===== src/design/core_macros.svh =====
////////////////////////////////////////////////////////////
// Widths, decode buffer geometry and opcode byte values
// shared by the core and its testbench
////////////////////////////////////////////////////////////
`ifndef CORE_MACROS_SVH
`define CORE_MACROS_SVH

`define ADDR_W          64
`define DATA_W          64

`define LINE_BYTES      64     // one bus request
`define BEAT_BYTES      8      // one response beat
`define BUF_BYTES       128    // circular decode buffer, two lines
`define MAX_INST_BYTES  7      // longest supported instruction

`define NUM_REGS        8

`define OP_NOP          8'h90
`define OP_HLT          8'hF4
`define OP_REXW         8'h48  // REX.W prefix
`define OP_ADD          8'h01  // add r/m64, r64
`define OP_SUB          8'h29  // sub r/m64, r64
`define OP_MOVI         8'hC7  // mov r/m64, imm32 sign extended

`endif


===== src/design/corePkg.sv =====
////////////////////////////////////////////////////////////
// Core types: vector widths, FSM and ALU enums and the
// records passed between pipeline stages
////////////////////////////////////////////////////////////
`include "core_macros.svh"

package corePkg;

   typedef logic [`ADDR_W-1:0]                   addrT;
   typedef logic [`DATA_W-1:0]                   wordT;
   typedef logic [$clog2(`NUM_REGS)-1:0]         regIdxT;
   typedef logic [$clog2(`BUF_BYTES):0]          bufPtrT;      // top bit is the wrap bit
   typedef logic [$clog2(`MAX_INST_BYTES+1)-1:0] instLenT;
   typedef logic [`MAX_INST_BYTES*8-1:0]         byteWindowT;  // byte 0 in the low bits

   typedef enum logic [1:0] {
      fetchIdle,
      fetchWaiting,
      fetchActive
   } fetchStateT;

   typedef enum logic [1:0] {
      aluAdd,
      aluSub,
      aluMov
   } aluOpT;

   typedef struct packed {
      logic   valid;
      aluOpT  aluOp;
      regIdxT dest;
      regIdxT src;
      wordT   imm;      // already sign extended
   } issueT;

   typedef struct packed {
      logic   valid;
      aluOpT  aluOp;
      regIdxT dest;
      wordT   opA;
      wordT   opB;
   } operandT;

   typedef struct packed {
      logic   valid;
      regIdxT dest;
      wordT   value;
   } retireT;

endpackage


===== src/design/regFile.sv =====
////////////////////////////////////////////////////////////
// Register file with in-use scoreboard and the registered
// operand read stage
////////////////////////////////////////////////////////////
`timescale 1ns/1ps
`include "core_macros.svh"

module regFile import corePkg::*; (
   input  logic                 bus,
   input  logic                 rstN,
   input  issueT                issue,
   input  retireT               retire,
   output operandT              operand,
   output logic [`NUM_REGS-1:0] inUse
);
   wordT regs [`NUM_REGS];

   always_ff @(posedge bus or negedge rstN) begin
      if (!rstN) begin
         for (int i = 0; i < `NUM_REGS; i++)
            regs[i] <= '0;
         inUse <= '0;
      end else begin
         if (retire.valid) begin
            regs[retire.dest]  <= retire.value;
            inUse[retire.dest] <= 1'b0;
         end
         if (issue.valid)
            inUse[issue.dest] <= 1'b1;   // set wins over a same-cycle clear
      end
   end

   // read stage
   always_ff @(posedge bus or negedge rstN) begin
      if (!rstN) begin
         operand <= '0;
      end else begin
         operand.valid <= issue.valid;
         operand.aluOp <= issue.aluOp;
         operand.dest  <= issue.dest;
         operand.opA   <= regs[issue.dest];
         operand.opB   <= (issue.aluOp == aluMov) ? issue.imm : regs[issue.src];
      end
   end

   retireOwned: assert property (@(posedge bus) disable iff (!rstN)
      retire.valid |-> inUse[retire.dest])
      else $error("regFile: retire to r%0d which is not in use", retire.dest);

endmodule


===== config.mk =====
export PLATFORM = sky130hd
export DESIGN_NAME = regFile
export DESIGN_NICKNAME = d
export VERILOG_FILES = /design/src/design/corePkg.sv /design/src/design/regFile.sv
export VERILOG_INCLUDE_DIRS = /design/src /design/src/design
export SDC_FILE = /design/constraint.sdc
export NUM_CORES = 1
export LEC_CHECK = 0
export ABC_AREA = 1
export BUFFER_PORTS_ARGS = -buffer_cell sky130_fd_sc_hd__buf_2
export CORE_UTILIZATION = 45
export CTS_CLUSTER_DIAMETER = 150
export DETAILED_ROUTE_END_ITERATION = 12
export HOLD_SLACK_MARGIN = 0.08
export PLACE_DENSITY_LB_ADDON = 0.12
export SLEW_MARGIN = 20
export SYNTH_ARGS = -nofsm -noshare
export SYNTH_HDL_FRONTEND = slang
export SYNTH_SLANG_ARGS = --single-unit

===== constraint.sdc =====
create_clock -name bus -period 2.2 [get_ports bus]
set_input_delay 0.22 -clock bus [delete_from_list [all_inputs] [get_ports bus]]
set_output_delay 0.22 -clock bus [all_outputs]
set_load 0.01 [all_outputs]

**Yosys cells after proc, flatten, opt, wreduce, memory -nomap -nowiden**

Index checks and enable logic that the tools add are counted.

- Word-level logic and storage cells: 48
- Output and inout bits: 142
- Bits in registers: 654
- Input bits: 143

- Order comparisons: 8
- Eq/ne operators: 1
- Reduce and logical (&&, ||, !) cells: 3
- Muxes and demuxes: 16
- Bitwise logic cells: 6

Operators with widths:

| kind | number |
|---|---|
| 512-bit bitwise mux | 1 |
| 64-bit binary-select mux with 3-bit select | 2 |
| 64-bit 2-to-1 mux | 6 |
| 64-bit demux with 3-bit select | 1 |
| 8-bit 2-to-1 mux | 2 |
| 4-bit >= comparator, second input constant | 3 |
| 3-bit NOT with 4-bit output | 3 |
| 8-bit AND | 1 |
| 3-bit by 4-bit less-than comparator with 1-bit output, second input constant | 2 |
| 8-bit NOT | 1 |
| 8-bit OR | 1 |
| 1-bit demux with 3-bit select | 2 |
| 3-bit by 1-bit >= comparator with 1-bit output, second input constant | 2 |
| 4-bit by 1-bit less-than comparator with 1-bit output, second input constant | 1 |
| 1-bit logical AND | 3 |
| 2-bit == test, second input constant | 1 |
| 1-bit 2-to-1 mux | 2 |

**Depth between registers and ports, before layout**

- Depth after elaboration: 9
- Mapped depth: 9
- Gate-level depth less buffers: 7

**Least setup slack after synthesis**

OpenSTA, ideal clock, no wires.

- Kind: input -> register
- From: input port issue[64] in the netlist's numbering
- To: register operand[2] in the netlist's numbering
- Required time: 2.082 ns
- Path slack: 0.966 ns
- Arrival: 1.116 ns
- Setup time: 0.118 ns
- Stages: 8
- Cells stage by stage: buf_2 -> buf_6 -> buf_2 -> or2_2 -> nand3_1 -> nand3_1 -> nand3_1 -> nand2_1

- Longest elaborated chain between the ends: 5

RTL lines:

| element | line | text |
|---|---|---|
| start, declared | regFile.sv:11 | `input issueT issue,` |
| 3-bit NOT with 4-bit output (not written as such) | regFile.sv:42 | `operand.opB <= (issue.aluOp == aluMov) ? issue.imm : regs[issue.src];` |
| 64-bit binary-select mux with 3-bit select | regFile.sv:42 |  |
| 64-bit 2-to-1 mux (not written as such) (2 in a row) | regFile.sv:42 |  |
| 64-bit 2-to-1 mux | regFile.sv:42 |  |
| end, declared | regFile.sv:13 | `output operandT operand,` |

Every way passes these cells. The select of a mux whose other input is x is not followed.
A chain may end at the register's enable or synchronous reset.

**Worst setup path after layout**

- From: input port issue[67] in the netlist's numbering
- To: register operand[69] in the netlist's numbering

- Longest elaborated chain between the ends: 4

RTL lines:

| element | line | text |
|---|---|---|
| 3-bit NOT with 4-bit output (not written as such) | regFile.sv:41 | `operand.opA <= regs[issue.dest];` |
| 64-bit binary-select mux with 3-bit select | regFile.sv:41 |  |
| 64-bit 2-to-1 mux (not written as such) (2 in a row) | regFile.sv:41 |  |

Every way passes these cells. The select of a mux whose other input is x is not followed.

==> summary.md <==
| Metric | Value |
|---|---|
| Run status | completed |
| Initial antenna violation count | 3 |
| Maximum resistive drop on vdd | 0.552 mV |
| Comb pwr share | approximately a fifth |
| Category of the most critical setup path | input pin to register |
| Kind of cell adding the most delay to the critical path | buffers and inverters |
| Number of nets in the finished design | 4684 |
| Relative slew slack | 42.9% |
| Worst-skew pair later-pin latency | between 0.6 and 0.7 ns |
| Kind of launch point of the worst setup path | input pin |
| Number of optimization iterations in the first detailed-route pass | 9 |
| Worst clock skew | between 0.01 and 0.015 ns |
| Largest area contributor in the synthesized netlist | sky130_fd_sc_hd__dfrtp_1 |
| Count of pins over their slew limit | 0 |
| DRT Wirelength | 105000 µm |
| Critical register-to-register path endpoint | operand[13] |
| Critical Path End | operand[69] |
| CP peak stage delay | 0.57 ns |
| Y dimension of the die | 270 µm |
| Count of routing violations after the opening detailed-route iteration | around 3000 |
| Number of buffers and inverters on the critical path | 5 |
| Overall fraction of global-route tracks in use | roughly 29% |
| Final setup viols | 0 |
| Port Buffers | 284 |
| Yosys Warn Count | 0 |
| Cell count after synthesis | 4248 |
| Reg-to-reg setup timing slack | 1.01 ns |
| Unrepaired setup endpoints after global routing | false |
| Per-instance average area after synthesis | 7.63 µm² |
| FILL cells | 6776 |
| Sequence of cells on the critical path | dlygate4sd3_1, buf_8, inv_4, buf_12, buf_12, a21oi_1, o21ai_0, nand4_1 |
| Area added between synthesis and finish | 20.3% |
| CP Data Arrival Time | 2.14 ns |
| Worst Reg-to-Reg Cells | 5 |
| Pwr per Cell Area | 889 nW/µm² |
| Origin of the worst setup path | issue[67] |
| CTS root buffer | sky130_fd_sc_hd__clkbuf_16 |
| Number of flip-flops and latches in the synthesized netlist | 654 |
| Critical path fanouts, max | 35 |
| Clock sink count | 654 |
| CTS tree | built |
| Overall overflow remaining after global route | 0 |
| Part of the Yosys area used for sequential elements | 50.5% |
| Fmax achieved | approximately 0.59 GHz |
| Leading cell types by total area after synthesis | sky130_fd_sc_hd__dfrtp_1 (50%), sky130_fd_sc_hd__nand2_1 (15%), sky130_fd_sc_hd__nand3_1 (6.3%), sky130_fd_sc_hd__inv_1 (6.0%), sky130_fd_sc_hd__o21ai_1 (4.6%) |
| DPL Wire Length | a little over 60000 µm |
| Accumulated negative setup slack | 0 ns |
| First-pass GRT wire length | 165000 µm |
| Total power after layout | 34.7 mW |
| Net switching power | 10.5 mW |
| Crit path required time | 2.66 ns |
| Reported leakage power | 19.4 nW |
| Top library cells by usage in the layout, fill and taps aside | sky130_fd_sc_hd__nand2_1 (1336), sky130_fd_sc_hd__dfrtp_1 (654), sky130_fd_sc_hd__inv_1 (514) |
| Reg2Reg Launch Point | regs[205] |
| Die X-Extent | 270 µm |
| Clock network fraction of design power | between 30 and 40% |
| Reported max-cap violation count | 0 |
| Total setup buffers inserted after CTS | 0 |
| Part of the cycle the worst path needs | 76.4% |
| Count of nets left with antenna violations after detail routing | 0 |
| Syn nets | 4391 |
| Clock H-tree levels | 3 |
| Std cell rows | 98 |
| Number of library cell types mapped by synthesis | 25 |
| Die outline area | roughly 73000 µm² |
| Top cell type's share of synthesized area | 50.5% |
| Largest buffer count on any clock path | 3 |
| Initial standard-cell utilization of the core | 45.4% |
| Minimum period implied by the final worst setup slack | ~1.7 ns |
| Routed length per placed instance | between 15 and 20 µm |
| Detailed-route via count | 29503 |
| Proportion of power drawn by flip-flops and latches | 44.7% |
| Most frequent cell on the critical path | sky130_fd_sc_hd__buf_12 |
| # DRC | 0 |
| Placed cells | 5279 |
| Crit path max-delay cell type | sky130_fd_sc_hd__dlygate4sd3_1 |
| Number of top-level pins | between 200 and 300 |
| Number of buffers inserted during clock tree synthesis | 75 |
| Number of global-route vias before repair | 28132 |
| Non-filler cells in the finished layout | 5544 |
| Setup crit end kind | register |
| Area of the core | ~70000 µm² |
| Internal Pwr Total | 24.2 mW |
| Worst min-delay path class | input pin to async pin |
| Clock slew at the register clock pins of the worst setup and hold paths | approximately 0.06 ns |
| Number of cells on the critical path | 8 |
| Most common cell after layout, fill and taps aside | sky130_fd_sc_hd__nand2_1 |
| Post-synthesis cell area | roughly 32000 µm² |
| Maximum number of pins on one net before global-route repair | 153 |
| Placer's final routability congestion estimate | 0.826 |
| Via density per instance | 5.32 |
| Share of post-route cells with drive strength above 1 | between 10% and 20% |
| Net switching fraction of the power | a little under a third |
| Final Hold Fails | 0 |
| Transition time at the pin with the least slew margin | roughly 0.86 ns |
## worst min-delay path by stage
stage                   end  slack (ns)  depth (start not counted)
2_1_floorplan      inUse[0]       -0.08                          0
5_1_grt            regs[16]        0.17                          5
3_5_place_dp   operand[129]        0.20                          1
3_3_place_gp   operand[130]        0.20                          1
4_1_cts            regs[16]        0.13                          5
6_report       operand[129]        0.16                          2
## sequential cells by signal, summed over array words and instances (netlist names)
| register | count |
|---|---|
| regs | 512 |
| operand | 134 |
| inUse | 8 |
## power groups by stage
| stage | Clock (mW) | Sequential [mW] | Combinational [mW] |
|---|---|---|---|
| floorplan | 0 | 15.5 | 4.18 |
| global placement | 0 | 15.6 | 6.49 |
| detailed placement | 0 | 15.6 | 6.62 |
| CTS | 12.6 | 15.5 | 6.84 |
| global route | 13.1 | 15.7 | 7.80 |
| finish | 12.4 | 15.5 | 6.82 |
## metrics by stage
stage / instance area [µm²] / utilization, % / hold WS, ns / worst slack [ns]
finish: 39000 / 54.7 / 0.157 / 0.519
global route: 39000 / 54.7 / 0.166 / 0.424
CTS: 39000 / 54.7 / 0.131 / 0.554
detailed placement: 35200 / 49.4 / 0.202 / 0.464
global placement: 35200 / 49.4 / 0.202 / 0.494
floorplan: 32400 / - / -0.0756 / 0.966
## per-layer routing
layer	global-route usage, %	wire, µm	part of all wire [%]
met5	0	29	0.028
met1	41.5	48100	46
met3	3.24	6570	6.3
met2	45.8	47900	46
met4	8.19	2250	2.1
## area by class of cell
cell class                      count  area (µm²)  area share [%]
Antenna cell                        1        2.50         0.00642
Clock buffer                      115        2280            5.85
Clock inverter                     14         128           0.327
Inverter                          521        1970            5.05
Multi-Input combinational cell   2768       12800            32.8
Sequential cell                   654       16400            42.0
Tap cell                          950        1190            3.05
Timing Repair Buffer              521        4290            11.0
## cells by family after synthesis
family / after synthesis / share of synthesized area [%]
AO/OA/AOI/OAI: 840 / 14.5
AND/OR/NAND/NOR: 1928 / 24.6
buffers and inverters: 826 / 10.4
flip-flops: 654 / 50.5
## Yosys cell counts
cell type	count
sky130_fd_sc_hd__buf_1	20
sky130_fd_sc_hd__nand4_1	64
sky130_fd_sc_hd__clkbuf_2	1
sky130_fd_sc_hd__o21a_1	1
sky130_fd_sc_hd__dfrtp_1	654
sky130_fd_sc_hd__o211ai_1	192
sky130_fd_sc_hd__nor2_2	1
sky130_fd_sc_hd__o22ai_1	1
sky130_fd_sc_hd__nor3_2	1
sky130_fd_sc_hd__a21oi_1	63
sky130_fd_sc_hd__o21ai_1	297
sky130_fd_sc_hd__clkbuf_1	99
sky130_fd_sc_hd__or2_1	7
sky130_fd_sc_hd__or2_2	16
sky130_fd_sc_hd__nand2_1	1338
sky130_fd_sc_hd__nor2_4	2
sky130_fd_sc_hd__o21ai_0	286
sky130_fd_sc_hd__nor2_1	89
sky130_fd_sc_hd__buf_4	17
sky130_fd_sc_hd__inv_2	6
sky130_fd_sc_hd__nand2_2	1
sky130_fd_sc_hd__nand3_1	409
sky130_fd_sc_hd__inv_1	515
sky130_fd_sc_hd__buf_2	167
sky130_fd_sc_hd__buf_6	1
## timing repair
item,in CTS,in global routing
resized for setup,0,0
hold buffers,135,0
endpoints found under the hold margin,988,0
(Power assumes the default switching activity.)
