`src/design/core_macros.svh`:
```
////////////////////////////////////////////////////////////
// Widths, decode buffer geometry and opcode byte values
// shared by the core and its testbench
////////////////////////////////////////////////////////////
`ifndef CORE_MACROS_SVH
`define CORE_MACROS_SVH

`define ADDR_W          64
`define DATA_W          64

`define LINE_BYTES      64     // one bus request
`define BEAT_BYTES      8      // one response beat
`define BUF_BYTES       128    // circular decode buffer, two lines
`define MAX_INST_BYTES  7      // longest supported instruction

`define NUM_REGS        8

`define OP_NOP          8'h90
`define OP_HLT          8'hF4
`define OP_REXW         8'h48  // REX.W prefix
`define OP_ADD          8'h01  // add r/m64, r64
`define OP_SUB          8'h29  // sub r/m64, r64
`define OP_MOVI         8'hC7  // mov r/m64, imm32 sign extended

`endif

```
`src/design/corePkg.sv`:
```
////////////////////////////////////////////////////////////
// Core types: vector widths, FSM and ALU enums and the
// records passed between pipeline stages
////////////////////////////////////////////////////////////
`include "core_macros.svh"

package corePkg;

   typedef logic [`ADDR_W-1:0]                   addrT;
   typedef logic [`DATA_W-1:0]                   wordT;
   typedef logic [$clog2(`NUM_REGS)-1:0]         regIdxT;
   typedef logic [$clog2(`BUF_BYTES):0]          bufPtrT;      // top bit is the wrap bit
   typedef logic [$clog2(`MAX_INST_BYTES+1)-1:0] instLenT;
   typedef logic [`MAX_INST_BYTES*8-1:0]         byteWindowT;  // byte 0 in the low bits

   typedef enum logic [1:0] {
      fetchIdle,
      fetchWaiting,
      fetchActive
   } fetchStateT;

   typedef enum logic [1:0] {
      aluAdd,
      aluSub,
      aluMov
   } aluOpT;

   typedef struct packed {
      logic   valid;
      aluOpT  aluOp;
      regIdxT dest;
      regIdxT src;
      wordT   imm;      // already sign extended
   } issueT;

   typedef struct packed {
      logic   valid;
      aluOpT  aluOp;
      regIdxT dest;
      wordT   opA;
      wordT   opB;
   } operandT;

   typedef struct packed {
      logic   valid;
      regIdxT dest;
      wordT   value;
   } retireT;

endpackage

```
`src/design/execUnit.sv`:
```
////////////////////////////////////////////////////////////
// Execute stage. ALU and the writeback register
////////////////////////////////////////////////////////////
`timescale 1ns/1ps

module execUnit import corePkg::*; (
   input  logic    bus,
   input  logic    rstN,
   input  operandT operand,
   output retireT  retire
);
   wordT result;

   always_comb begin
      case (operand.aluOp)
         aluAdd:  result = operand.opA + operand.opB;
         aluSub:  result = operand.opA - operand.opB;   // dest minus src
         default: result = operand.opB;                 // mov passes the immediate
      endcase
   end

   always_ff @(posedge bus or negedge rstN) begin
      if (!rstN) begin
         retire <= '0;
      end else begin
         retire.valid <= operand.valid;
         retire.dest  <= operand.dest;
         retire.value <= result;
      end
   end

endmodule

```
`config.mk`:
```
export PLATFORM = sky130hd
export DESIGN_NAME = execUnit
export DESIGN_NICKNAME = d
export VERILOG_FILES = /design/src/design/corePkg.sv /design/src/design/execUnit.sv
export VERILOG_INCLUDE_DIRS = /design/src /design/src/design
export SDC_FILE = /design/constraint.sdc
export NUM_CORES = 1
export LEC_CHECK = 0
export BUFFER_PORTS_ARGS = -buffer_cell sky130_fd_sc_hd__buf_2
export CAP_MARGIN = 40
export CORE_UTILIZATION = 49
export DETAILED_ROUTE_END_ITERATION = 12
export PLACE_DENSITY_LB_ADDON = 0.3
export SLEW_MARGIN = 40
export SYNTH_ARGS = -nofsm -noshare
export SYNTH_HDL_FRONTEND = slang
export SYNTH_SLANG_ARGS = --single-unit
```
`constraint.sdc`:
```
create_clock -name bus -period 0.8 [get_ports bus]
set_clock_uncertainty 0.2 [all_clocks]
set_input_delay 0.12 -clock bus [delete_from_list [all_inputs] [get_ports bus]]
set_output_delay 0.12 -clock bus [all_outputs]
set_load 0.01 [all_outputs]
```
==> results.py, run 1 <==
metrics = {
    "status": {
        "status": "aborted with a tool error",
        "haltStage": "global routing",
        "firstError": "[ERROR GRT-0232] Routing congestion too high. Check the congestion heatmap in the GUI.",
    },
    "logic_synthesis": {
        "synth_top_area_share": 0.234,
        "syn_area_sq_um": 7260,
        "ys_seq_area_frac": 0.234,
        "synth-edff-count": 0,
        "async_reset_ff_frac": 1.00,
        "syn_area_per_cell_sq_um": 7.82,
        "synthTopCellsByArea": "dfrtp_1, ha_1, xnor2_1",
        "synth_commonest_cells": "nand2_1, o21ai_0, a21oi_1",
        "synth_seq_cells": 68,
        "syn-instance-count": 928,
        "yosysMostFrequentCell": "nand2_1",
        "synth_cell_types": 63,
        "yosys.area.top_type": "dfrtp_1",
        "ys_warn_count": 0,
        "synth-main-ff-cell": "dfrtp_1",
        "syn_nets": 1129,
    },
    "sta": {
        "crit_endpoint": "retire[54]$_DFF_PN0_/D",
        "worst-ep-kind": "register input",
    },
    "clocking": {
        "htreeDepth": 3,
        "cts_max_path_buffers": 2,
        "cts_made_buffers": 9,
        "cts-root-buf": "clkbuf_16",
        "clock-sinks": 68,
    },
    "global_routing": {
        "grt_max_degree": 79,
        "grt_usage": 0.743,
        "overflow": 64,
    },
    "placed_design": {
        "dp_cells": 1594,
        "place_hpwl_um": 21200,
        "port_buffers": 203,
        "gp_congestion": 0.969,
    },
    "floorplan": {
        "die_w_um": 124,
        "ios": 204,
        "die-height_um": 124,
        "start_util": 0.501,
        "rows": 44,
    },
}
==> metal layers <==
metal / GRT overflow / track usage
met5: 0 / 0.0556
met4: 27 / 0.807
met3: 2 / 0.542
met2: 35 / 0.932
met1: 0 / 0.744
==> kinds of logic after synthesis <==
logic type,after synthesis,synth area share
AO/OA/AOI/OAI,314,0.269
AND/OR/NAND/NOR,290,0.195
XOR/XNOR,121,0.146
flip-flops,68,0.234
adder cells (fa/ha/maj),65,0.113
buffers and inverters,64,0.0338
multiplexers,6,0.00879
==> metrics by stage <==
| step | area [sq um] | setup WS [ps] | hold slack [ps] | setup TNS [ps] |
|---|---|---|---|---|
| after floorplan | 7530 | -3570 | -376 | -162630 |
| after detailed placement | 11000 | -4030 | -64.3 | -202720 |
| after CTS | 12400 | -3430 | -245 | -196560 |
| after global placement | 11000 | -3870 | -59.6 | -196750 |
==> repair_timing <==
action / CTS
setup buffers: 40
gates resized for setup: 176
hold endpoints to repair: 129
pin swaps: 70
hold buffers: 5
setup endpoints to repair: 131
gates cloned: 0
==> inputs of run 2 (changes only) <==
CORE_UTILIZATION = 40   (was 49)
PLACE_DENSITY_LB_ADDON = 0.15   (was 0.3)
clock period = 1 ns   (was 0.8 ns; I/O delays follow)
==> results.py, run 2 <==
metrics = {
    "sta": {
        "worst_pin_slew_ps": 728,
        "maxSlewHeadroom": 0.515,
        "post-route-min-period_ps": 4390,
        "hold_slack_ps": -117,
        "clock.fmax_ghz": 0.228,
        "setup-violations-final": 131,
        "finalCritPeriodShare": 4.39,
        "slew_violations": 0,
        "worst_slack_ps": -3390,
        "rsz0062_at_grt": "true",
        "finalHoldViolCount": 44,
        "fin_setup_tns_ps": -182040,
    },
    "logic_synthesis": {
        "synth_cell_types": 63,
        "yosys.area.top_type": "dfrtp_1",
        "synthAdderAreaFrac": 0.113,
        "ys_seq_area_frac": 0.234,
        "synth_top_family_by_area": "compound AO/OA/AOI/OAI gates",
        "syn_area_per_cell_sq_um": 7.82,
        "syn-instance-count": 928,
        "yosysMostFrequentCell": "nand2_1",
        "synth-xor-area-share": 0.146,
        "synth-edff-count": 0,
        "syn_nets": 1129,
        "ys_warn_count": 0,
        "synth_compound_area_frac": 0.269,
        "async_reset_ff_frac": 1.00,
        "synth_commonest_cells": "nand2_1, o21ai_0, a21oi_1",
        "synth-main-ff-cell": "dfrtp_1",
        "synth_seq_cells": 68,
        "synth_simple_gate_area_frac": 0.195,
        "synthTopCellsByArea": "dfrtp_1, ha_1, xnor2_1",
        "synth_top_area_share": 0.234,
        "synth_mux_area_frac": 0.00879,
        "syn_area_sq_um": 7260,
    },
    "worst_setup_path": {
        "cp.arrival_ps": 4400,
        "worst_ep_required_time_ps": 1010,
        "startpoint_type": "input port",
        "path_max_fanout": 4,
        "critical_path_class": "in -> reg",
        "endpoint_kind": "flop",
    },
    "worst_hold_path": {
        "min_path_type": "in -> reg",
    },
    "power": {
        "p_int_uw": 9820,
        "leakage_uw": 0.00616,
        "swShare": 0.376,
        "peakVddDrop_uv": 894,
        "p_clk_frac": 0.196,
        "powerDensity_nw_per_um2": 1240,
        "seqPwrFrac": 0.216,
        "switchingPower_uw": 5930,
        "p_comb_frac": 0.589,
    },
    "placed_design": {
        "gp_congestion": 0.958,
        "port_buffers": 203,
        "pre_cts_ws_ps": -3900,
        "place_hpwl_um": 21400,
    },
    "status": {
        "violations": "hold timing, setup timing",
        "status": "complete, but fails checks",
    },
    "drt": {
        "vias": 9103,
        "avgRoutedWirePerCell_um": 16.8,
        "first_iter_violations": 567,
        "drtAntennaViolNets": 0,
        "avgViaCountPerCell": 5.38,
        "drc": 0,
        "wl_um": 28400,
        "dr.pass1.iters": 5,
    },
    "floorplan": {
        "die_area_sq_um": 18700,
        "die-height_um": 137,
        "rows": 48,
        "core-area_sq_um": 17500,
        "start_util": 0.414,
        "ios": 204,
        "die_w_um": 137,
    },
    "global_routing": {
        "grt_usage": 0.297,
        "overflow": 0,
        "grt_pass1_vias": 8791,
        "grt_pass1_wl_um": 42900,
        "grt_max_degree": 74,
        "antenna_found_initial": 0,
    },
    "layout": {
        "top_regs": "retire (68)",
        "largest_reg_flops": 68,
        "area_delta_synth_final_pct": 74.6,
        "mostFrequentLayoutCell": "buf_4",
        "antenna_cells": 0,
        "fin_nets": 1666,
        "final_cell_mix": "buf_4, buf_2, nand2_1",
        "drive_above_1_share": 0.503,
        "top_register": "retire",
    },
    "run": {
        "maxCapViolCount": 0,
    },
    "clocking": {
        "cts_tree": "done",
        "clock-sinks": 68,
        "htreeDepth": 3,
        "cts_max_path_buffers": 2,
        "cts_made_buffers": 9,
        "clkTransAtPathRegs_ps": 60,
        "cts_hold_buf": 8,
        "cts-root-buf": "clkbuf_16",
    },
}
==> run 2: cell counts after synthesis <==
No cell type changed its count.
==> run 2: kinds of logic (layout without fill, tap and decap cells) <==
| group | after synthesis | in the layout |
|---|---|---|
| mux | 6 | 6 |
| fa+ha+maj | 65 | 65 |
| xor+xnor | 121 | 121 |
| compound gates | 314 | 314 |
| flops | 68 | 68 |
| buf+inv | 64 | 604 |
| simple gates | 290 | 290 |
==> run 2: cell type report <==
cell class	instances	area, sq um
multi-input cells	796	6310
repair buffers	568	4010
clock buffers	13	270
flip-flops and latches	68	1700
inverters	22	92.6
clock inverters	1	7.51
well taps	225	282
fillers	1375	4870
==> run 2: worst paths after layout <==
path	startpoint	to	slack, ps	depth (start not counted)
min in group asynchronous	rstN	retire[64]	110	3
min	operand[1]	retire[1]	-120	2
max	operand[6]	retire[62]	-3390	18
max in group asynchronous	rstN	retire[5]	280	3
==> run 2: stage by stage <==
step	utilization	area [sq um]	cells	total power [uW]
after floorplan	-	7530	928	7440
after global placement	0.632	11100	1637	11100
after detailed placement	0.632	11100	1637	11100
after CTS	0.689	12100	1673	15000
after global routing	0.722	12700	1693	16700
final	0.722	12700	1693	15700
==> run 2: power by group through the flow <==
| stage | clock, uW | combinational [uW] | sequential [uW] |
|---|---|---|---|
| 5_1_grt | 3250 | 9980 | 3440 |
| 3_3_place_gp | 0 | 7640 | 3420 |
| 6_report | 3080 | 9270 | 3400 |
| 3_5_place_dp | 0 | 7680 | 3410 |
| 4_1_cts | 3170 | 8420 | 3380 |
| 2_1_floorplan | 0 | 3770 | 3670 |
==> run 2: repair_timing <==
action                                 in CTS  in global routing
setup endpoints to repair                 131                132
buffers inserted                           15                 20
pin swaps                                  43                 45
gates resized for setup                   130                 92
endpoints found under the hold margin     123                 28
==> run 2: per-layer routing <==
layer | wire length (um) | GRT usage | vias up
met5 | 0 | 0 | -
li1 | - | - | 4433
met1 | 11700 | 0.365 | 4252
met4 | 864 | 0.109 | 0
met2 | 14100 | 0.520 | 356
met3 | 1770 | 0.0463 | 62
==> run 2: critical path, cell delays in order <==
cell and delay (ps):
buf_6 90, or4_4 550, nor4_4 260, nand2b_1 120, or2_4 290, nor2_4 120, nand3_4 100, o41ai_4 420
xor2_1 220, ha_1 310, and3_4 210, a21o_1 180, a221o_1 330, a221oi_2 350, o31ai_4 180, a31oi_1 240
xor2_1 190, o21ai_1 70
Note: power is estimated with default switching activity, not from simulation.
==> inputs of run 3 (changes only) <==
CORE_UTILIZATION = 50   (was 40)
CTS_CLUSTER_DIAMETER = 150   (was unset)
GPL_TIMING_DRIVEN = 0   (was unset)
==> results.py, run 3 (same netlist as run 2, synthesis figures left out) <==
metrics = {
    "clocking": {
        "cts-root-buf": "clkbuf_16",
        "cts_tree": "done",
        "cts_made_buffers": 9,
        "clock-sinks": 68,
        "clkTransAtPathRegs_ps": 50,
        "cts_max_path_buffers": 2,
        "htreeDepth": 3,
    },
    "layout": {
        "top_regs": "retire (68)",
        "mostFrequentLayoutCell": "buf_2",
        "drive_above_1_share": 0.445,
        "area_delta_synth_final_pct": 67.1,
        "fin_nets": 1513,
        "top_register": "retire",
        "largest_reg_flops": 68,
        "instances_no_fill": 1497,
        "design_area_sq_um": 12100,
        "final_cell_mix": "buf_2, nand2_1, buf_4",
    },
    "floorplan": {
        "rows": 43,
        "die_area_sq_um": 15000,
        "core-area_sq_um": 14000,
        "die_w_um": 122,
        "ios": 204,
        "die-height_um": 122,
        "start_util": 0.517,
    },
    "drt": {
        "top_layer": "met4",
        "route.met3.wl_um": 3180,
        "dr.pass1.iters": 6,
        "wl_met1_um": 11500,
        "first_iter_violations": 921,
        "drtAntennaViolNets": 0,
        "wl_um": 32100,
        "route.met2.wl_um": 15100,
        "avgViaCountPerCell": 6.39,
        "avgRoutedWirePerCell_um": 21.5,
        "vias": 9568,
        "drc": 0,
    },
    "run": {
        "maxCapViolCount": 0,
    },
    "placed_design": {
        "gp_congestion": 0.955,
        "postPlaceCellArea_sq_um": 8800,
        "port_buffers": 201,
        "place_hpwl_um": 18200,
        "dp_cells": 1310,
    },
    "global_routing": {
        "grt_pass1_wl_um": 43000,
        "grt_usage": 0.372,
        "grt_max_degree": 41,
        "antenna_found_initial": 1,
        "grt_pass1_vias": 8597,
        "overflow": 0,
    },
    "sta": {
        "finalCritPeriodShare": 4.62,
        "post-route-min-period_ps": 4620,
        "finalHoldViolCount": 8,
        "maxSlewHeadroom": 0.435,
        "rsz0062_at_grt": "true",
        "clock.fmax_ghz": 0.217,
        "hold_slack_ps": -117,
        "setup-violations-final": 131,
        "worst_pin_slew_ps": 847,
        "slew_violations": 0,
        "worst_slack_ps": -3620,
    },
    "worst_setup_path": {
        "worst_ep_required_time_ps": 1020,
        "cp.arrival_ps": 4640,
        "path_common_cell": "buf_4",
        "critical_path_class": "in -> reg",
        "startpoint_type": "input port",
        "path_max_fanout": 5,
        "slowest_stage": "or4_4",
        "slowest_delay_ps": 550,
        "endpoint_kind": "flop",
        "path_cells": "buf_6, or4_4, nor4_4, nand2b_1, or2_4, nor2_4, nand3_4, o41ai_4, buf_4, xor2_1, ha_1, clkbuf_8, nand2_1, o21ai_2, a21o_1, a221o_1, a221oi_2, o31ai_4, a21boi_2, buf_4, xor2_2, o21ai_1",
    },
    "power": {
        "leakage_uw": 0.00550,
        "peakVddDrop_uv": 901,
        "powerDensity_nw_per_um2": 1290,
    },
    "status": {
        "status": "complete, but fails checks",
        "violations": "hold timing, setup timing",
    },
    "worst_hold_path": {
        "min_path_type": "in -> reg",
    },
}
[run 3: cell count changes in the layout (fill, tap and decap cells not counted), sizes merged, moves of 2 or more]
cell and delta:
buf -225, clkinv +2, clkbuf +25, dlygate4sd3 +49
[run 3: area by class of cell]
cell class / instances / area, sq um
multi-input cells: 796 / 6800
repair buffers: 384 / 2800
fillers: 739 / 1910
flip-flops and latches: 68 / 1700
clock buffers: 14 / 284
well taps: 180 / 225
plain buffers: 31 / 210
inverters: 22 / 103
clock inverters: 1 / 5.00
diodes: 1 / 2.50
[run 3: timing repair]
item,CTS,global route
pin swaps,97,94
setup endpoints to repair,131,171
setup buffers,83,43
cloned,0,0
hold buffers,55,1
resized for setup,219,144
hold endpoints to repair,133,8
[run 3: report_power, final]
part,internal (uW),switching [uW]
Clock,1930,1300
Combinational,4170,4920
Sequential,3230,132
[run 3: path summary, 6_finish.rpt]
check	slack (ps)	to	start	cells after the start
min in group asynchronous	50	retire[64]	rstN	2
worst min-delay path	-120	retire[1]	operand[1]	2
worst max-delay path	-3620	retire[58]	operand[4]	22
max in group asynchronous	100	retire[59]	rstN	3
[run 3: per-stage QoR]
| stage | util | setup WS [ps] | total power (uW) | setup TNS (ps) |
|---|---|---|---|---|
| final | 0.864 | -3620 | 15700 | -185830 |
| after global routing | 0.863 | -3710 | 16300 | -194040 |
| after CTS | 0.796 | -3460 | 14000 | -179210 |
| after detailed placement | 0.627 | -4430 | 9290 | -201260 |
| after global placement | 0.624 | -4400 | 9230 | -251580 |
| after floorplan | - | -3400 | 7440 | -151920 |
[run 3: metal layers]
metal	track usage	vias up
met5	0	-
met4	0.184	0
met3	0.0748	209
met2	0.624	744
met1	0.451	4476
li1	-	4139
[run 3: critical path: cells and delay by family]
kind	cells	cell delay [ps]
adders and majority gates	1	280
buffers and inverters	4	620
xor gates and xnor gates	2	390
AOI/OAI and AO/OA	8	1650
and+or+nand+nor	7	1550
