**src/design/core_macros.svh**
```systemverilog
////////////////////////////////////////////////////////////
// Widths, decode buffer geometry and opcode byte values
// shared by the core and its testbench
////////////////////////////////////////////////////////////
`ifndef CORE_MACROS_SVH
`define CORE_MACROS_SVH

`define ADDR_W          64
`define DATA_W          64

`define LINE_BYTES      64     // one bus request
`define BEAT_BYTES      8      // one response beat
`define BUF_BYTES       128    // circular decode buffer, two lines
`define MAX_INST_BYTES  7      // longest supported instruction

`define NUM_REGS        8

`define OP_NOP          8'h90
`define OP_HLT          8'hF4
`define OP_REXW         8'h48  // REX.W prefix
`define OP_ADD          8'h01  // add r/m64, r64
`define OP_SUB          8'h29  // sub r/m64, r64
`define OP_MOVI         8'hC7  // mov r/m64, imm32 sign extended

`endif

```
**src/design/corePkg.sv**
```systemverilog
////////////////////////////////////////////////////////////
// Core types: vector widths, FSM and ALU enums and the
// records passed between pipeline stages
////////////////////////////////////////////////////////////
`include "core_macros.svh"

package corePkg;

   typedef logic [`ADDR_W-1:0]                   addrT;
   typedef logic [`DATA_W-1:0]                   wordT;
   typedef logic [$clog2(`NUM_REGS)-1:0]         regIdxT;
   typedef logic [$clog2(`BUF_BYTES):0]          bufPtrT;      // top bit is the wrap bit
   typedef logic [$clog2(`MAX_INST_BYTES+1)-1:0] instLenT;
   typedef logic [`MAX_INST_BYTES*8-1:0]         byteWindowT;  // byte 0 in the low bits

   typedef enum logic [1:0] {
      fetchIdle,
      fetchWaiting,
      fetchActive
   } fetchStateT;

   typedef enum logic [1:0] {
      aluAdd,
      aluSub,
      aluMov
   } aluOpT;

   typedef struct packed {
      logic   valid;
      aluOpT  aluOp;
      regIdxT dest;
      regIdxT src;
      wordT   imm;      // already sign extended
   } issueT;

   typedef struct packed {
      logic   valid;
      aluOpT  aluOp;
      regIdxT dest;
      wordT   opA;
      wordT   opB;
   } operandT;

   typedef struct packed {
      logic   valid;
      regIdxT dest;
      wordT   value;
   } retireT;

endpackage

```
**src/design/instDecoder.sv**
```systemverilog
////////////////////////////////////////////////////////////
// Instruction decoder for NOP, HLT, ADD, SUB and MOV imm32.
// Stalls on short data or a busy register, detects halt
////////////////////////////////////////////////////////////
`timescale 1ns/1ps
`include "core_macros.svh"

module instDecoder import corePkg::*; (
   input  logic                 bus,
   input  logic                 rstN,
   input  byteWindowT           window,
   input  instLenT              availBytes,
   input  logic [`NUM_REGS-1:0] inUse,
   output instLenT              consumed,
   output issueT                issue,
   output logic                 halted
);
   logic [7:0]           opByte;
   logic [7:0]           aluByte;
   logic [7:0]           modRm;
   logic [31:0]          imm32;
   regIdxT               dest;
   regIdxT               src;
   instLenT              instLen;
   aluOpT                aluOp;
   logic                 isAlu;
   logic                 isHalt;
   logic [`NUM_REGS-1:0] busy;
   logic                 hazard;
   logic                 take;
   logic                 haltSeen;
   issueT                issueNext;

   assign opByte  = window[7:0];
   assign aluByte = window[15:8];
   assign modRm   = window[23:16];
   assign imm32   = window[55:24];
   assign dest    = modRm[2:0];   // rm field, register form only
   assign src     = modRm[5:3];

   // length is known from the first two bytes
   always_comb begin
      instLen = instLenT'(1);
      aluOp   = aluAdd;
      isAlu   = 1'b0;
      isHalt  = (opByte == `OP_HLT);
      if (opByte == `OP_REXW) begin
         instLen = instLenT'(3);
         isAlu   = 1'b1;
         case (aluByte)
            `OP_ADD: aluOp = aluAdd;
            `OP_SUB: aluOp = aluSub;
            `OP_MOVI: begin
               aluOp   = aluMov;
               instLen = instLenT'(`MAX_INST_BYTES);
            end
            default: isAlu = 1'b0;
         endcase
      end
   end

   always_comb begin
      busy = inUse;
      if (issue.valid)
         busy[issue.dest] = 1'b1;   // regFile sets this bit one edge later
   end

   assign hazard   = isAlu && (busy[dest] || (aluOp != aluMov && busy[src]));
   assign take     = !haltSeen && (availBytes >= instLen) && !hazard;
   assign consumed = take ? instLen : '0;

   always_comb begin
      issueNext.valid = take && isAlu;
      issueNext.aluOp = aluOp;
      issueNext.dest  = dest;
      issueNext.src   = src;
      issueNext.imm   = (aluOp == aluMov) ? {{(`DATA_W-32){imm32[31]}}, imm32} : '0;
   end

   always_ff @(posedge bus or negedge rstN) begin
      if (!rstN) begin
         issue    <= '0;
         haltSeen <= 1'b0;
         halted   <= 1'b0;
      end else begin
         issue <= issueNext;
         if (take && isHalt)
            haltSeen <= 1'b1;
         if (haltSeen && busy == '0)
            halted <= 1'b1;   // all writes have retired
      end
   end

   consumeFits: assert property (@(posedge bus) disable iff (!rstN)
      consumed <= availBytes)
      else $error("instDecoder: consumed %0d with only %0d bytes buffered",
                  consumed, availBytes);

endmodule

```
**config.mk**
```make
export PLATFORM = sky130hd
export DESIGN_NAME = instDecoder
export DESIGN_NICKNAME = d
export VERILOG_FILES = /design/src/design/corePkg.sv /design/src/design/instDecoder.sv
export VERILOG_INCLUDE_DIRS = /design/src /design/src/design
export SDC_FILE = /design/constraint.sdc
export NUM_CORES = 1
export LEC_CHECK = 0
export BUFFER_PORTS_ARGS = -buffer_cell sky130_fd_sc_hd__buf_2
export CAP_MARGIN = 20
export CORE_MARGIN = 4
export CORE_UTILIZATION = 41
export CTS_CLUSTER_DIAMETER = 80
export CTS_CLUSTER_SIZE = 25
export DETAILED_ROUTE_END_ITERATION = 8
export PLACE_DENSITY = 0.77
export SYNTH_ARGS = -nofsm -noshare
export SYNTH_HDL_FRONTEND = slang
export SYNTH_SLANG_ARGS = --single-unit
```
**constraint.sdc**
```tcl
create_clock -name bus -period 6.3 [get_ports bus]
set_input_delay 1.89 -clock bus [delete_from_list [all_inputs] [get_ports bus]]
set_output_delay 1.89 -clock bus [all_outputs]
set_load 0.01 [all_outputs]
```
* Word-level counts from Yosys, hierarchy flattened
Cells that the tools add are included.
** Word-level totals
- Register bits after elaboration :: 75
- Logic and storage cells :: 48
- Input bits :: 69
- Output and inout bits :: 77
** Operators by class
- Bitwise operators :: 1
- Equality and inequality tests :: 7
- $lt $le $gt $ge :: 5
- Muxes and demuxes :: 15
- Reductions and logical operators :: 13
** Operators with widths (number)
- 64-bit 2-to-1 mux :: 1
- 8-bit equality test, second input constant :: 2
- 3-bit by 4-bit less-than comparator with 1-bit output, second input constant :: 3
- 3-bit 2-to-1 mux :: 3
- 8-bit by 1-bit equality test with 1-bit output, second input constant :: 1
- 8-bit by 6-bit equality test with 1-bit output, second input constant :: 1
- 8-bit by 7-bit equality test with 1-bit output, second input constant :: 1
- 1-bit logical AND :: 8
- 8-bit logical NOT :: 1
- 8-bit 2-to-1 mux :: 1
- 8-bit bitwise OR :: 1
- 1-bit binary-select mux with 3-bit select :: 2
- 1-bit 2-to-1 mux :: 5
- 2-bit case mux with 2 select lines :: 1
- 1-bit demux with 3-bit select :: 1
- 3-bit by 1-bit greater-or-equal comparator with 1-bit output, second input constant :: 1
- 3-bit greater-or-equal comparator :: 1
- 3-bit OR reduction :: 1
- 2-bit equality test, second input constant :: 1
- 1-bit logical NOT :: 2
- 2-bit 2-to-1 mux :: 1
- 2-bit != test, second input constant :: 1
- 1-bit logical OR :: 1

* Longest topological paths before layout
Gate-level depths: netlist of the first run.
- Word-level depth :: 14
- Depth in mapped cells :: 14

* Worst setup path before layout of the first run
Ideal clock, no wire load.
- Path type :: input port to output port
- Start point :: in window[5]
- End point :: out consumed[1]
- Required time :: 4.410 ns
- Stages :: 12
- Slack :: 0.315 ns
- Arrival :: 4.095 ns
- Path buffers :: 3
- Cells stage by stage :: or4b_1 -> or3_1 -> buf_6 -> nor2b_4 -> buf_6 -> buf_4 -> inv_1 -> ha_1 -> a21oi_1 -> nor2_1 -> o21ai_0 -> a21oi_1
** Between the ends
- Word-level cells in the longest chain between the ends :: 9
- Elaborated cells between the ends (all ways) :: 13
- Those cells by class :: order compare (1); eq/ne (2); mux (4); reduce/logical (6)
** RTL lines
- start, declared :: line instDecoder.sv:11 : input byteWindowT window,
- 8-bit by 7-bit equality test with 1-bit output (no source line)
- 2-bit 2-to-1 mux :: line instDecoder.sv:47 : if (opByte == `OP_REXW) begin
- net aluOp[1] :: line instDecoder.sv:25 : aluOpT aluOp;
- 2-bit != test :: line instDecoder.sv:68 : assign hazard = isAlu && (busy[dest] || (aluOp != aluMov && busy[src]));
- 1-bit logical AND :: line instDecoder.sv:68
- 1-bit logical OR :: line instDecoder.sv:68
- 1-bit logical AND :: line instDecoder.sv:68
- 1-bit logical NOT :: line instDecoder.sv:69 : assign take = !haltSeen && (availBytes >= instLen) && !hazard;
- 1-bit logical AND :: line instDecoder.sv:69
- 3-bit 2-to-1 mux :: line instDecoder.sv:70 : assign consumed = take ? instLen : '0;
- end, declared :: line instDecoder.sv:14 : output instLenT consumed,
The timed path passes the listed nets, and every way through them passes these cells.

* Worst setup path after layout of the first run
- Start point :: in window[5]
- End point :: out consumed[1]
** Between the ends
- Word-level cells in the longest chain between the ends :: 9
- Elaborated cells between the ends (all ways) :: 13
- Those cells by class :: order compare (1); eq/ne (2); mux (4); reduce/logical (6)
** RTL lines (line)
- 8-bit by 7-bit equality test with 1-bit output (no source line) (*)
- 2-bit 2-to-1 mux :: instDecoder.sv:47
- 2-bit != test :: instDecoder.sv:68
- 1-bit logical AND :: instDecoder.sv:68
- 1-bit logical OR :: instDecoder.sv:68
- 1-bit logical AND :: instDecoder.sv:68
- 1-bit logical NOT :: instDecoder.sv:69
- 1-bit logical AND :: instDecoder.sv:69
- 3-bit 2-to-1 mux (*) :: instDecoder.sv:70
Every way passes the cells marked *; elsewhere a longest branch is shown, timed or not.

==> flow_summary.rst, run 1 <==
.. list-table::
   :header-rows: 1

   * - Metric
     - Value
   * - Internal reg-to-reg setup slack
     - between 4 and 5 ns
   * - Largest family of logic cells by synthesized area
     - simple AND/OR/NAND/NOR gates
   * - Placeable Area
     - ~4800 sq um
   * - Die height
     - 79.4 um
   * - Gate count of the mapped netlist
     - approximately 190
   * - Number of different library cells in the post-synthesis netlist
     - 45
   * - Simple logic cell fraction of the synthesized area
     - 0.244
   * - Synth Area in Compound Gates
     - 0.0683
   * - Met2 usage
     - 0.279
   * - Maximum clock insertion buffer count
     - 2
   * - Final HPWL DP
     - 4000 um
   * - Remaining global-route overflow
     - 0
   * - Top cells by area, synth
     - dfrtp_1 (52%), buf_4 (13%), and2_1 (9.9%), and4b_1 (2.4%), nor2_1 (1.3%)
   * - Path type of the worst setup path
     - primary input to output pin
   * - Transition time at the pin with the least slew margin
     - approximately 0.94 ns
   * - Worst Setup Slack post-DPL
     - 0.244 ns
   * - Via count of the first global-routing pass
     - 1671
   * - Hold violation total from the final report
     - 0
   * - ANT nets after route
     - 0
   * - Maximum vdd drop
     - 0.114 mV
   * - Inserted Clock Buffers
     - 5
   * - Fillers
     - 463
   * - Starting DRT DRC Count
     - 89
   * - # clock sinks
     - 43
   * - Count of hold buffers inserted by post-cts repair
     - 0
   * - Top achievable clock speed
     - 165 MHz
   * - Number of vias after detailed routing
     - between 1500 and 2000
   * - Clock tree from TritonCTS
     - yes
   * - Antenna violations before repair
     - 0
   * - Critical path required time
     - 4.41 ns
   * - Reg clk slew, reported paths
     - ~0.07 ns
   * - Type of origin of the critical path
     - primary input
   * - Final nets
     - about 370
   * - Number of iterations in the first detailed-routing pass
     - 4
   * - Power per cell area
     - 186 nW/um^2
   * - Max-capacitance violation count
     - 0
   * - Critical path arrival
     - roughly 4.2 ns
   * - Net count after synthesis
     - approximately 260
   * - Proportion of synthesized area in mux cells
     - 0.00479
   * - First-pass GRT wire length
     - around 8000 um
   * - Most utilized layer in the global route result
     - met2
   * - Setup crit end kind
     - output pin
   * - Share of the synthesized area in the top cell type
     - 0.515
   * - Area enclosed by the die boundary
     - between 6000 and 7000 sq um
   * - Max_slew headroom
     - 0.376
   * - Most used DFF post-synth
     - dfrtp_1
   * - CP max FO
     - 6
   * - Fraction of registers with async set/reset
     - 1.00
   * - H-tree Lvls
     - 2
   * - Mean post-synth cell area
     - 11.2 sq um
   * - Maximum number of pins on one net before global-route repair
     - 44
   * - Row Count
     - 25
   * - Most common library cell in the layout ignoring fill and taps
     - buf_2
   * - Per-cell routed wire length
     - approximately 14 um
   * - Final cycle utilization of the critical path
     - 0.959
   * - Final total power
     - between 400 and 500 uW
   * - Sequential-to-total area share from yosys stat
     - 0.515
   * - Count of instances resized after the clock tree is built
     - 0
   * - Max Clock Skew
     - ~0.00040 ns
   * - Effective utilization at floorplan
     - 0.434
   * - Latest clock arrival within the worst-skew pair
     - roughly 0.28 ns
   * - Overall fraction of global-route tracks in use
     - 0.162
   * - Layout overhead on the synthesized area
     - 28.2%
   * - Met1 track demand over resource in global routing
     - 0.185
   * - Final number of setup-violating endpoints
     - 0
   * - DRC violations left
     - 0
   * - Layout cells sized above 1
     - 0.523
   * - Cell type contributing the most total cell area after synthesis
     - dfrtp_1
   * - Most used cells in the layout excluding fill and tap cells
     - buf_2 (143), dfrtp_1 (43), and2_1 (33)
   * - Adder and majority gate portion of the synthesized area
     - 0.0120
   * - Top-level port count
     - 146
   * - DR vias/cell
     - 4.82
   * - Routability Congestion
     - just over 0.8
   * - Standby leakage power
     - about 0.0016 uW
   * - GRT met3 Usage
     - 0.0499
   * - Number of synthesized register bits
     - 43
   * - Die Wd
     - between 70 and 80 um
   * - EDFF count, synth
     - 0
   * - Status
     - finished clean
   * - Detailed-route wire length
     - ~5100 um
   * - Clock root buffer
     - clkbuf_8
   * - Setup repair after global routing missed its margin
     - no
   * - Class of the most critical hold timing path
     - register to register
   * - Fin crit period
     - around 6 ns
   * - Summed negative setup slack over all endpoints
     - 0 ns
   * - Synthesis warning total
     - 0
   * - Input/output buffers
     - approximately 140
   * - Xor/xnor cell area share of the yosys netlist
     - 0.00419
   * - Antenna Cells
     - 0
   * - Synthesized cell area
     - between 2000 and 2500 sq um
   * - Number of slew-limit violations in the final report
     - 0
   * - # Post-CTS Setup Buffers
     - 0
   * - Final critical-path setup slack
     - roughly 0.26 ns
cell usage after synthesis (2+ instances only):
| cell | number |
|---|---|
| ha_1 | 2 |
| and4b_1 | 5 |
| nor4_1 | 4 |
| nor4bb_1 | 2 |
| buf_6 | 2 |
| a31oi_1 | 3 |
| buf_4 | 36 |
| nor4b_1 | 3 |
| o21ai_0 | 3 |
| nand2_1 | 3 |
| nor2_1 | 7 |
| dfrtp_1 | 43 |
| inv_1 | 4 |
| nand3b_1 | 2 |
| nand3_1 | 2 |
| a21oi_1 | 2 |
| nor3_1 | 4 |
| and2_1 | 33 |
where the power goes:
part           total [uW]  internal (uW)  switching [uW]
combinational        51.4           25.5            25.9
sequential            282            278            3.28
clock                 166           75.8            90.1
metrics by stage:
stage	hold WS [ns]	instances	utilization	cell area, sq um
floorplan	0.458	187	-	2090
global placement	0.473	358	0.539	2590
detailed placement	0.466	358	0.539	2590
CTS	0.493	365	0.556	2680
global route	0.512	365	0.556	2680
finish	0.489	365	0.556	2680
state kept, by name, summed over array words and instances, names as in the netlist:
name and count:
halted 1, haltSeen 1, issue 41
routing by layer:
metal  share of wire  vias to the layer above  wire length, um
met3            0.11                        8              557
met4           0.018                        0               89
met5               0                        -                0
met2            0.50                      109             2550
li1                -                      833                -
met1            0.37                      809             1870
cells by family after synthesis:
group / after synthesis
xor gates and xnor gates: 1
muxes: 1
and+or+nand+nor: 77
adders and majority gates: 2
DFF: 43
buffers and inverters: 44
AOI/OAI and AO/OA: 19
path summary, 6_finish.rpt:
| path | from | end | cells after the start |
|---|---|---|---|
| max in group asynchronous | rstN | issue[66] | 1 |
| worst max register to register | issue[72] | issue[72] | 6 |
| worst min-delay path | halted | halted | 1 |
| worst min register to register | halted | halted | 1 |
| worst max-delay path | window[5] | consumed[1] | 11 |
| min in group asynchronous | rstN | issue[2] | 1 |
cell type report:
type	count	area, sq um	share of cell area
repair buffers	144	723	0.270
multi-input cells	100	697	0.260
clock buffers	5	68.8	0.0257
inverters	4	15.0	0.00561
clock inverters	2	13.8	0.00514
flip-flops and latches	43	1080	0.402
well taps	67	83.8	0.0313
worst max-delay path, cell delays in order:
cell and delay [ns]:
buf_2 0.10, or4b_1 0.50, or3_1 0.49, nor2b_4 0.15, inv_1 0.05, ha_1 0.26, a21oi_1 0.07, nor2_1 0.17
o21ai_0 0.14, a21oi_1 0.17, buf_2 0.15
No activity file was read; power rests on OpenSTA's default activity.
==> run 2, diff against run 1 <==
- CELL_PAD_IN_SITES_DETAIL_PLACEMENT: not set -> 1
- CELL_PAD_IN_SITES_GLOBAL_PLACEMENT: not set -> 1
- CORE_UTILIZATION: 41 -> 29
- PLACE_DENSITY: 0.77 -> 0.76
==> run 2 against run 1 <==
  * Global-route usage is 3.1 points lower
  * Clock-buffer cell count did not move
  * First-iteration DRC count fell by 71%
  * Clock skew increased by 0.0035 ns
  * Utilization shrank 15 points
  * Critical endpoint unchanged
  * Largest cell class unchanged
==> flow_summary.rst, run 2 (same netlist as run 1, synthesis figures left out) <==
.. list-table::
   :header-rows: 1

   * - Metric
     - Value
   * - Slowest CP cell
     - or4b_1
   * - Largest registers
     - issue x41, haltSeen x1, halted x1
   * - Hold violation total from the final report
     - 0
   * - Latest clock arrival within the worst-skew pair
     - between 0.2 and 0.3 ns
   * - First-pass GRT wire length
     - roughly 9000 um
   * - ANT nets after route
     - 0
   * - Power per cell area
     - 199 nW/um^2
   * - Maximum clock insertion buffer count
     - 2
   * - Placeable Area
     - just under 7000 sq um
   * - DRC violations left
     - 0
   * - Critical path required time
     - 4.41 ns
   * - Max Clock Skew
     - between 0.003 and 0.004 ns
   * - Inserted Clock Buffers
     - 5
   * - Top-level port count
     - around 150
   * - Maximum vdd drop
     - approximately 0.09 mV
   * - Total buffers and inverters traversed by the critical path
     - 3
   * - Final HPWL DP
     - about 4500 um
   * - Remaining global-route overflow
     - 0
   * - CP max FO
     - 6
   * - Count of instances resized after the clock tree is built
     - 0
   * - Clock root buffer
     - clkbuf_8
   * - Final cycle utilization of the critical path
     - 0.961
   * - Critical Path, Cell by Cell
     - buf_2, or4b_1, or3_1, nor2b_4, inv_1, ha_1, a21oi_1, nor2_1, o21ai_0, a21oi_1, buf_2
   * - Summed negative setup slack over all endpoints
     - 0 ns
   * - Critical path arrival
     - 4.16 ns
   * - Path type of the worst setup path
     - primary input to output pin
   * - Starting DRT DRC Count
     - 26
   * - Antenna Cells
     - 0
   * - Input/output buffers
     - roughly 140
   * - DR vias/cell
     - approximately 4.5
   * - Largest register by flop count
     - issue
   * - Per-cell routed wire length
     - 14.4 um
   * - Top achievable clock speed
     - around 170 MHz
   * - Via count of the first global-routing pass
     - about 1900
   * - Fillers
     - 849
   * - Max reg flops
     - roughly 40
   * - Reg clk slew, reported paths
     - ~0.080 ns
   * - Most common library cell in the layout ignoring fill and taps
     - buf_2
   * - Number of iterations in the first detailed-routing pass
     - 4
   * - Crit-path leading delay family
     - simple AND/OR/NAND/NOR gates
   * - Transition time at the pin with the least slew margin
     - ~0.63 ns
   * - Count of hold buffers inserted by post-cts repair
     - 0
   * - Final nets
     - 370
   * - Overall fraction of global-route tracks in use
     - 0.131
   * - Die height
     - 92.9 um
   * - Row Count
     - 30
   * - Final number of setup-violating endpoints
     - 0
   * - Maximum number of pins on one net before global-route repair
     - 44
   * - Number of vias after detailed routing
     - roughly 1800
   * - Area enclosed by the die boundary
     - 8620 sq um
   * - Most used cells in the layout excluding fill and tap cells
     - buf_2 (143), dfrtp_1 (43), and2_1 (33)
   * - # Post-CTS Setup Buffers
     - 0
   * - Layout cells sized above 1
     - 0.527
   * - Clock tree from TritonCTS
     - yes
   * - Routability Congestion
     - between 0.7 and 0.8
   * - H-tree Lvls
     - 2
   * - Effective utilization at floorplan
     - 0.302
   * - Setup crit end kind
     - output pin
   * - Class of the most critical hold timing path
     - register to register
   * - Type of origin of the critical path
     - primary input
   * - Setup repair after global routing missed its margin
     - no
   * - Fin crit period
     - 6.05 ns
   * - Status
     - finished clean
   * - CP max stage delay
     - around 0.50 ns
   * - Die Wd
     - approximately 93 um
   * - # clock sinks
     - between 40 and 50
   * - Layout overhead on the synthesized area
     - 32.7%
   * - Max_slew headroom
     - 0.577
   * - Antenna violations before repair
     - 0
   * - Hold_ws
     - around 0.49 ns
   * - Number of slew-limit violations in the final report
     - 0
   * - Max-capacitance violation count
     - 0
   * - Detailed-route wire length
     - ~5700 um
   * - Standby leakage power
     - 0.00160 uW
## run 2: cell types whose count changed in the layout (fill, tap and decap cells not counted)
cell and delta:
bufinv_16 +1, buf_16 +1
## run 2: stage by stage
stage	power [uW]	std cells	util	instance area, sq um	worst slack (ns)
2_1_floorplan	305	187	-	2090	0.315
3_3_place_gp	339	387	0.381	2630	0.293
3_5_place_dp	341	387	0.381	2630	0.237
4_1_cts	561	395	0.397	2740	0.229
5_1_grt	581	396	0.401	2770	0.0740
6_report	552	396	0.401	2770	0.246
## run 2: final timing paths
kind	startpoint	end	slack (ns)	cells after the start
max	window[5]	consumed[1]	0.25	11
min	halted	halted	0.49	1
max reg2reg	issue[72]	issue[72]	4.45	6
min reg2reg	halted	halted	0.49	1
max in group asynchronous	rstN	issue[19]	4.25	2
min in group asynchronous	rstN	issue[68]	1.56	1
## run 2: layer usage
metal | vias to the layer above | track usage | routed length, um
met4 | 0 | 0.0440 | 89
met5 | - | 0 | 0
met2 | 100 | 0.233 | 2910
met1 | 841 | 0.136 | 2020
li1 | 835 | - | -
met3 | 7 | 0.0593 | 679
## run 2: cell type report
class | instances | area (sq um) | area share
Inverter | 4 | 15.0 | 0.00542
Multi-Input combinational cell | 100 | 697 | 0.251
Clock inverter | 3 | 43.8 | 0.0158
Tap cell | 96 | 120 | 0.0433
Clock buffer | 5 | 68.8 | 0.0248
Sequential cell | 43 | 1080 | 0.388
Timing Repair Buffer | 145 | 751 | 0.271
## run 2: power by group
group	leakage, uW	total [uW]	switching, uW	internal [uW]
clock network	0.0000581	216	97.5	118
logic	0.000960	54.2	26.9	27.3
registers	0.000587	282	3.37	278
total	0.00160	552	128	424
==> run 3, diff against run 2 <==
- GPL_TIMING_DRIVEN: not set -> 0
==> run 3 against run 2 <==
  * Non-clock buffer count up 44
  * Clock power down 21%
  * Register-to-register slack worse by 0.21 ns
  * Clock skew about the same
  * Die area unchanged
  * Routed wire length up 7.9%
  * Combinational power up 9.0%
==> flow_summary.rst, run 3 (same netlist as run 1, synthesis figures left out) <==
.. list-table::
   :header-rows: 1

   * - Metric
     - Value
   * - Status
     - finished clean
   * - Reg clk slew, reported paths
     - around 0.080 ns
   * - Non-filler instance count after layout
     - 440
   * - Final total power
     - 511 uW
   * - H-tree Lvls
     - 2
   * - # clock sinks
     - 43
   * - Most common library cell in the layout ignoring fill and taps
     - buf_2
   * - CP max FO
     - 11
   * - Maximum vdd drop
     - about 0.073 mV
   * - Row Count
     - 30
   * - Count of hold buffers inserted by post-cts repair
     - 0
   * - Max reg flops
     - just over 40
   * - Starting DRT DRC Count
     - 32
   * - Maximum number of pins on one net before global-route repair
     - 44
   * - Number of slew-limit violations in the final report
     - 0
   * - Remaining global-route overflow
     - 0
   * - Transition time at the pin with the least slew margin
     - just under 0.9 ns
   * - Largest registers
     - issue x41, haltSeen x1, halted x1
   * - DRC violations left
     - 0
   * - Via count of the first global-routing pass
     - about 2000
   * - Sequential cell area
     - 1080 sq um
   * - Path type of the worst setup path
     - primary input to output pin
   * - Clock tree from TritonCTS
     - yes
   * - Number of cells in the design after placement
     - between 400 and 500
   * - DR vias/cell
     - about 4.5
   * - Fillers
     - around 870
   * - Latest clock arrival within the worst-skew pair
     - 0.29 ns
   * - Max Clock Skew
     - 0.00421 ns
   * - Die height
     - 92.9 um
   * - Top achievable clock speed
     - 162 MHz
   * - Top-level port count
     - 146
   * - Input/output buffers
     - around 140
   * - Max-capacitance violation count
     - 0
   * - Number of iterations in the first detailed-routing pass
     - 4
   * - Critical path required time
     - between 4 and 5 ns
   * - Hold violation total from the final report
     - 0
   * - Standby leakage power
     - about 0.0018 uW
   * - Placeable Area
     - about 6900 sq um
   * - Overall fraction of global-route tracks in use
     - 0.139
   * - Layout cells sized above 1
     - 0.593
   * - Final standard cell utilization of the core
     - 0.446
   * - Class of the most critical hold timing path
     - register to register
   * - Internal reg-to-reg setup slack
     - 4.24 ns
   * - Detailed-route wire length
     - about 6100 um
   * - Die Wd
     - 92.9 um
   * - Routability Congestion
     - about 0.79
   * - Max_slew headroom
     - 0.419
   * - Final HPWL DP
     - between 4000 and 5000 um
   * - Antenna Cells
     - 0
   * - Multi-input combinational cell area
     - a little over 700 sq um
   * - Effective utilization at floorplan
     - 0.302
   * - Most used cells in the layout excluding fill and tap cells
     - buf_2 (143), dfrtp_1 (43), buf_4 (42)
   * - First-pass GRT wire length
     - ~9500 um
   * - Final number of setup-violating endpoints
     - 0
   * - Layout overhead on the synthesized area
     - 47.6%
   * - Fin crit period
     - 6.16 ns
   * - Number of vias after detailed routing
     - approximately 2000
   * - Power per cell area
     - between 150 and 200 nW/um^2
   * - Type of origin of the critical path
     - primary input
   * - Maximum clock insertion buffer count
     - 2
   * - ANT nets after route
     - 0
   * - Inserted Clock Buffers
     - 5
   * - Critical path arrival
     - approximately 4.3 ns
   * - Setup crit end kind
     - output pin
   * - Largest register by flop count
     - issue
   * - Area enclosed by the die boundary
     - 8620 sq um
   * - Summed negative setup slack over all endpoints
     - 0 ns
   * - Antenna violations before repair
     - 0
   * - Setup repair after global routing missed its margin
     - no
   * - Final nets
     - 414
   * - Per-cell routed wire length
     - ~14 um
   * - Final cycle utilization of the critical path
     - 0.978
   * - Clock root buffer
     - clkbuf_8
## run 3: per-layer routing
layer,track usage,up-vias,share of wire
li1,-,923,-
met1,0.147,933,0.37
met2,0.248,97,0.51
met3,0.0593,9,0.11
met4,0.0452,0,0.0094
met5,0,-,0
## run 3: layout make-up
cell class | count | share of cell area
buffer | 38 | 0.0914
clock buffer | 6 | 0.0235
multi-input combinational | 100 | 0.232
sequential | 43 | 0.349
timing repair buffer | 151 | 0.256
tap | 96 | 0.0390
clock inverter | 2 | 0.00406
inverter | 4 | 0.00487
## run 3: per-stage QoR
stage | hold slack, ns | area, sq um | worst slack (ns)
after detailed placement | 0.472 | 2920 | -0.172
after global placement | 0.455 | 2920 | -0.0762
after floorplan | 0.458 | 2090 | 0.315
after global routing | 0.514 | 3080 | 0.0215
after CTS | 0.498 | 3040 | 0.0137
final | 0.488 | 3080 | 0.140
## run 3: power breakdown
part / total [uW] / leakage [uW] / switching, uW / internal [uW]
clock network: 170 / 0.0000412 / 92.1 / 77.5
logic: 59.1 / 0.00118 / 29.0 / 30.0
registers: 282 / 0.000587 / 3.77 / 278
## run 3: repair_timing
action | CTS | global route
resized for setup | 5 | 2
hold endpoints to repair | 0 | 0
pin swaps | 1 | 4
endpoints found under the setup margin | 2 | 2
setup buffers | 2 | 5
## run 3: worst max-delay path, cell delays in order
cell      delay, ns
buf_2          0.10
or4b_1         0.51
or3_4          0.45
nor2b_4        0.12
buf_6          0.13
inv_1          0.04
ha_1           0.28
a21oi_2        0.19
nor2_2         0.09
o211ai_2       0.10
nand2_1        0.10
buf_4          0.14
buf_2          0.13
## run 3: final timing paths
check | endpoint | cells past startpoint | startpoint
min reg2reg | halted | 1 | halted
min | halted | 1 | halted
max reg2reg | issue[72] | 8 | issue[72]
min in group asynchronous | halted | 1 | rstN
max in group asynchronous | issue[9] | 2 | rstN
max | consumed[0] | 13 | window[5]
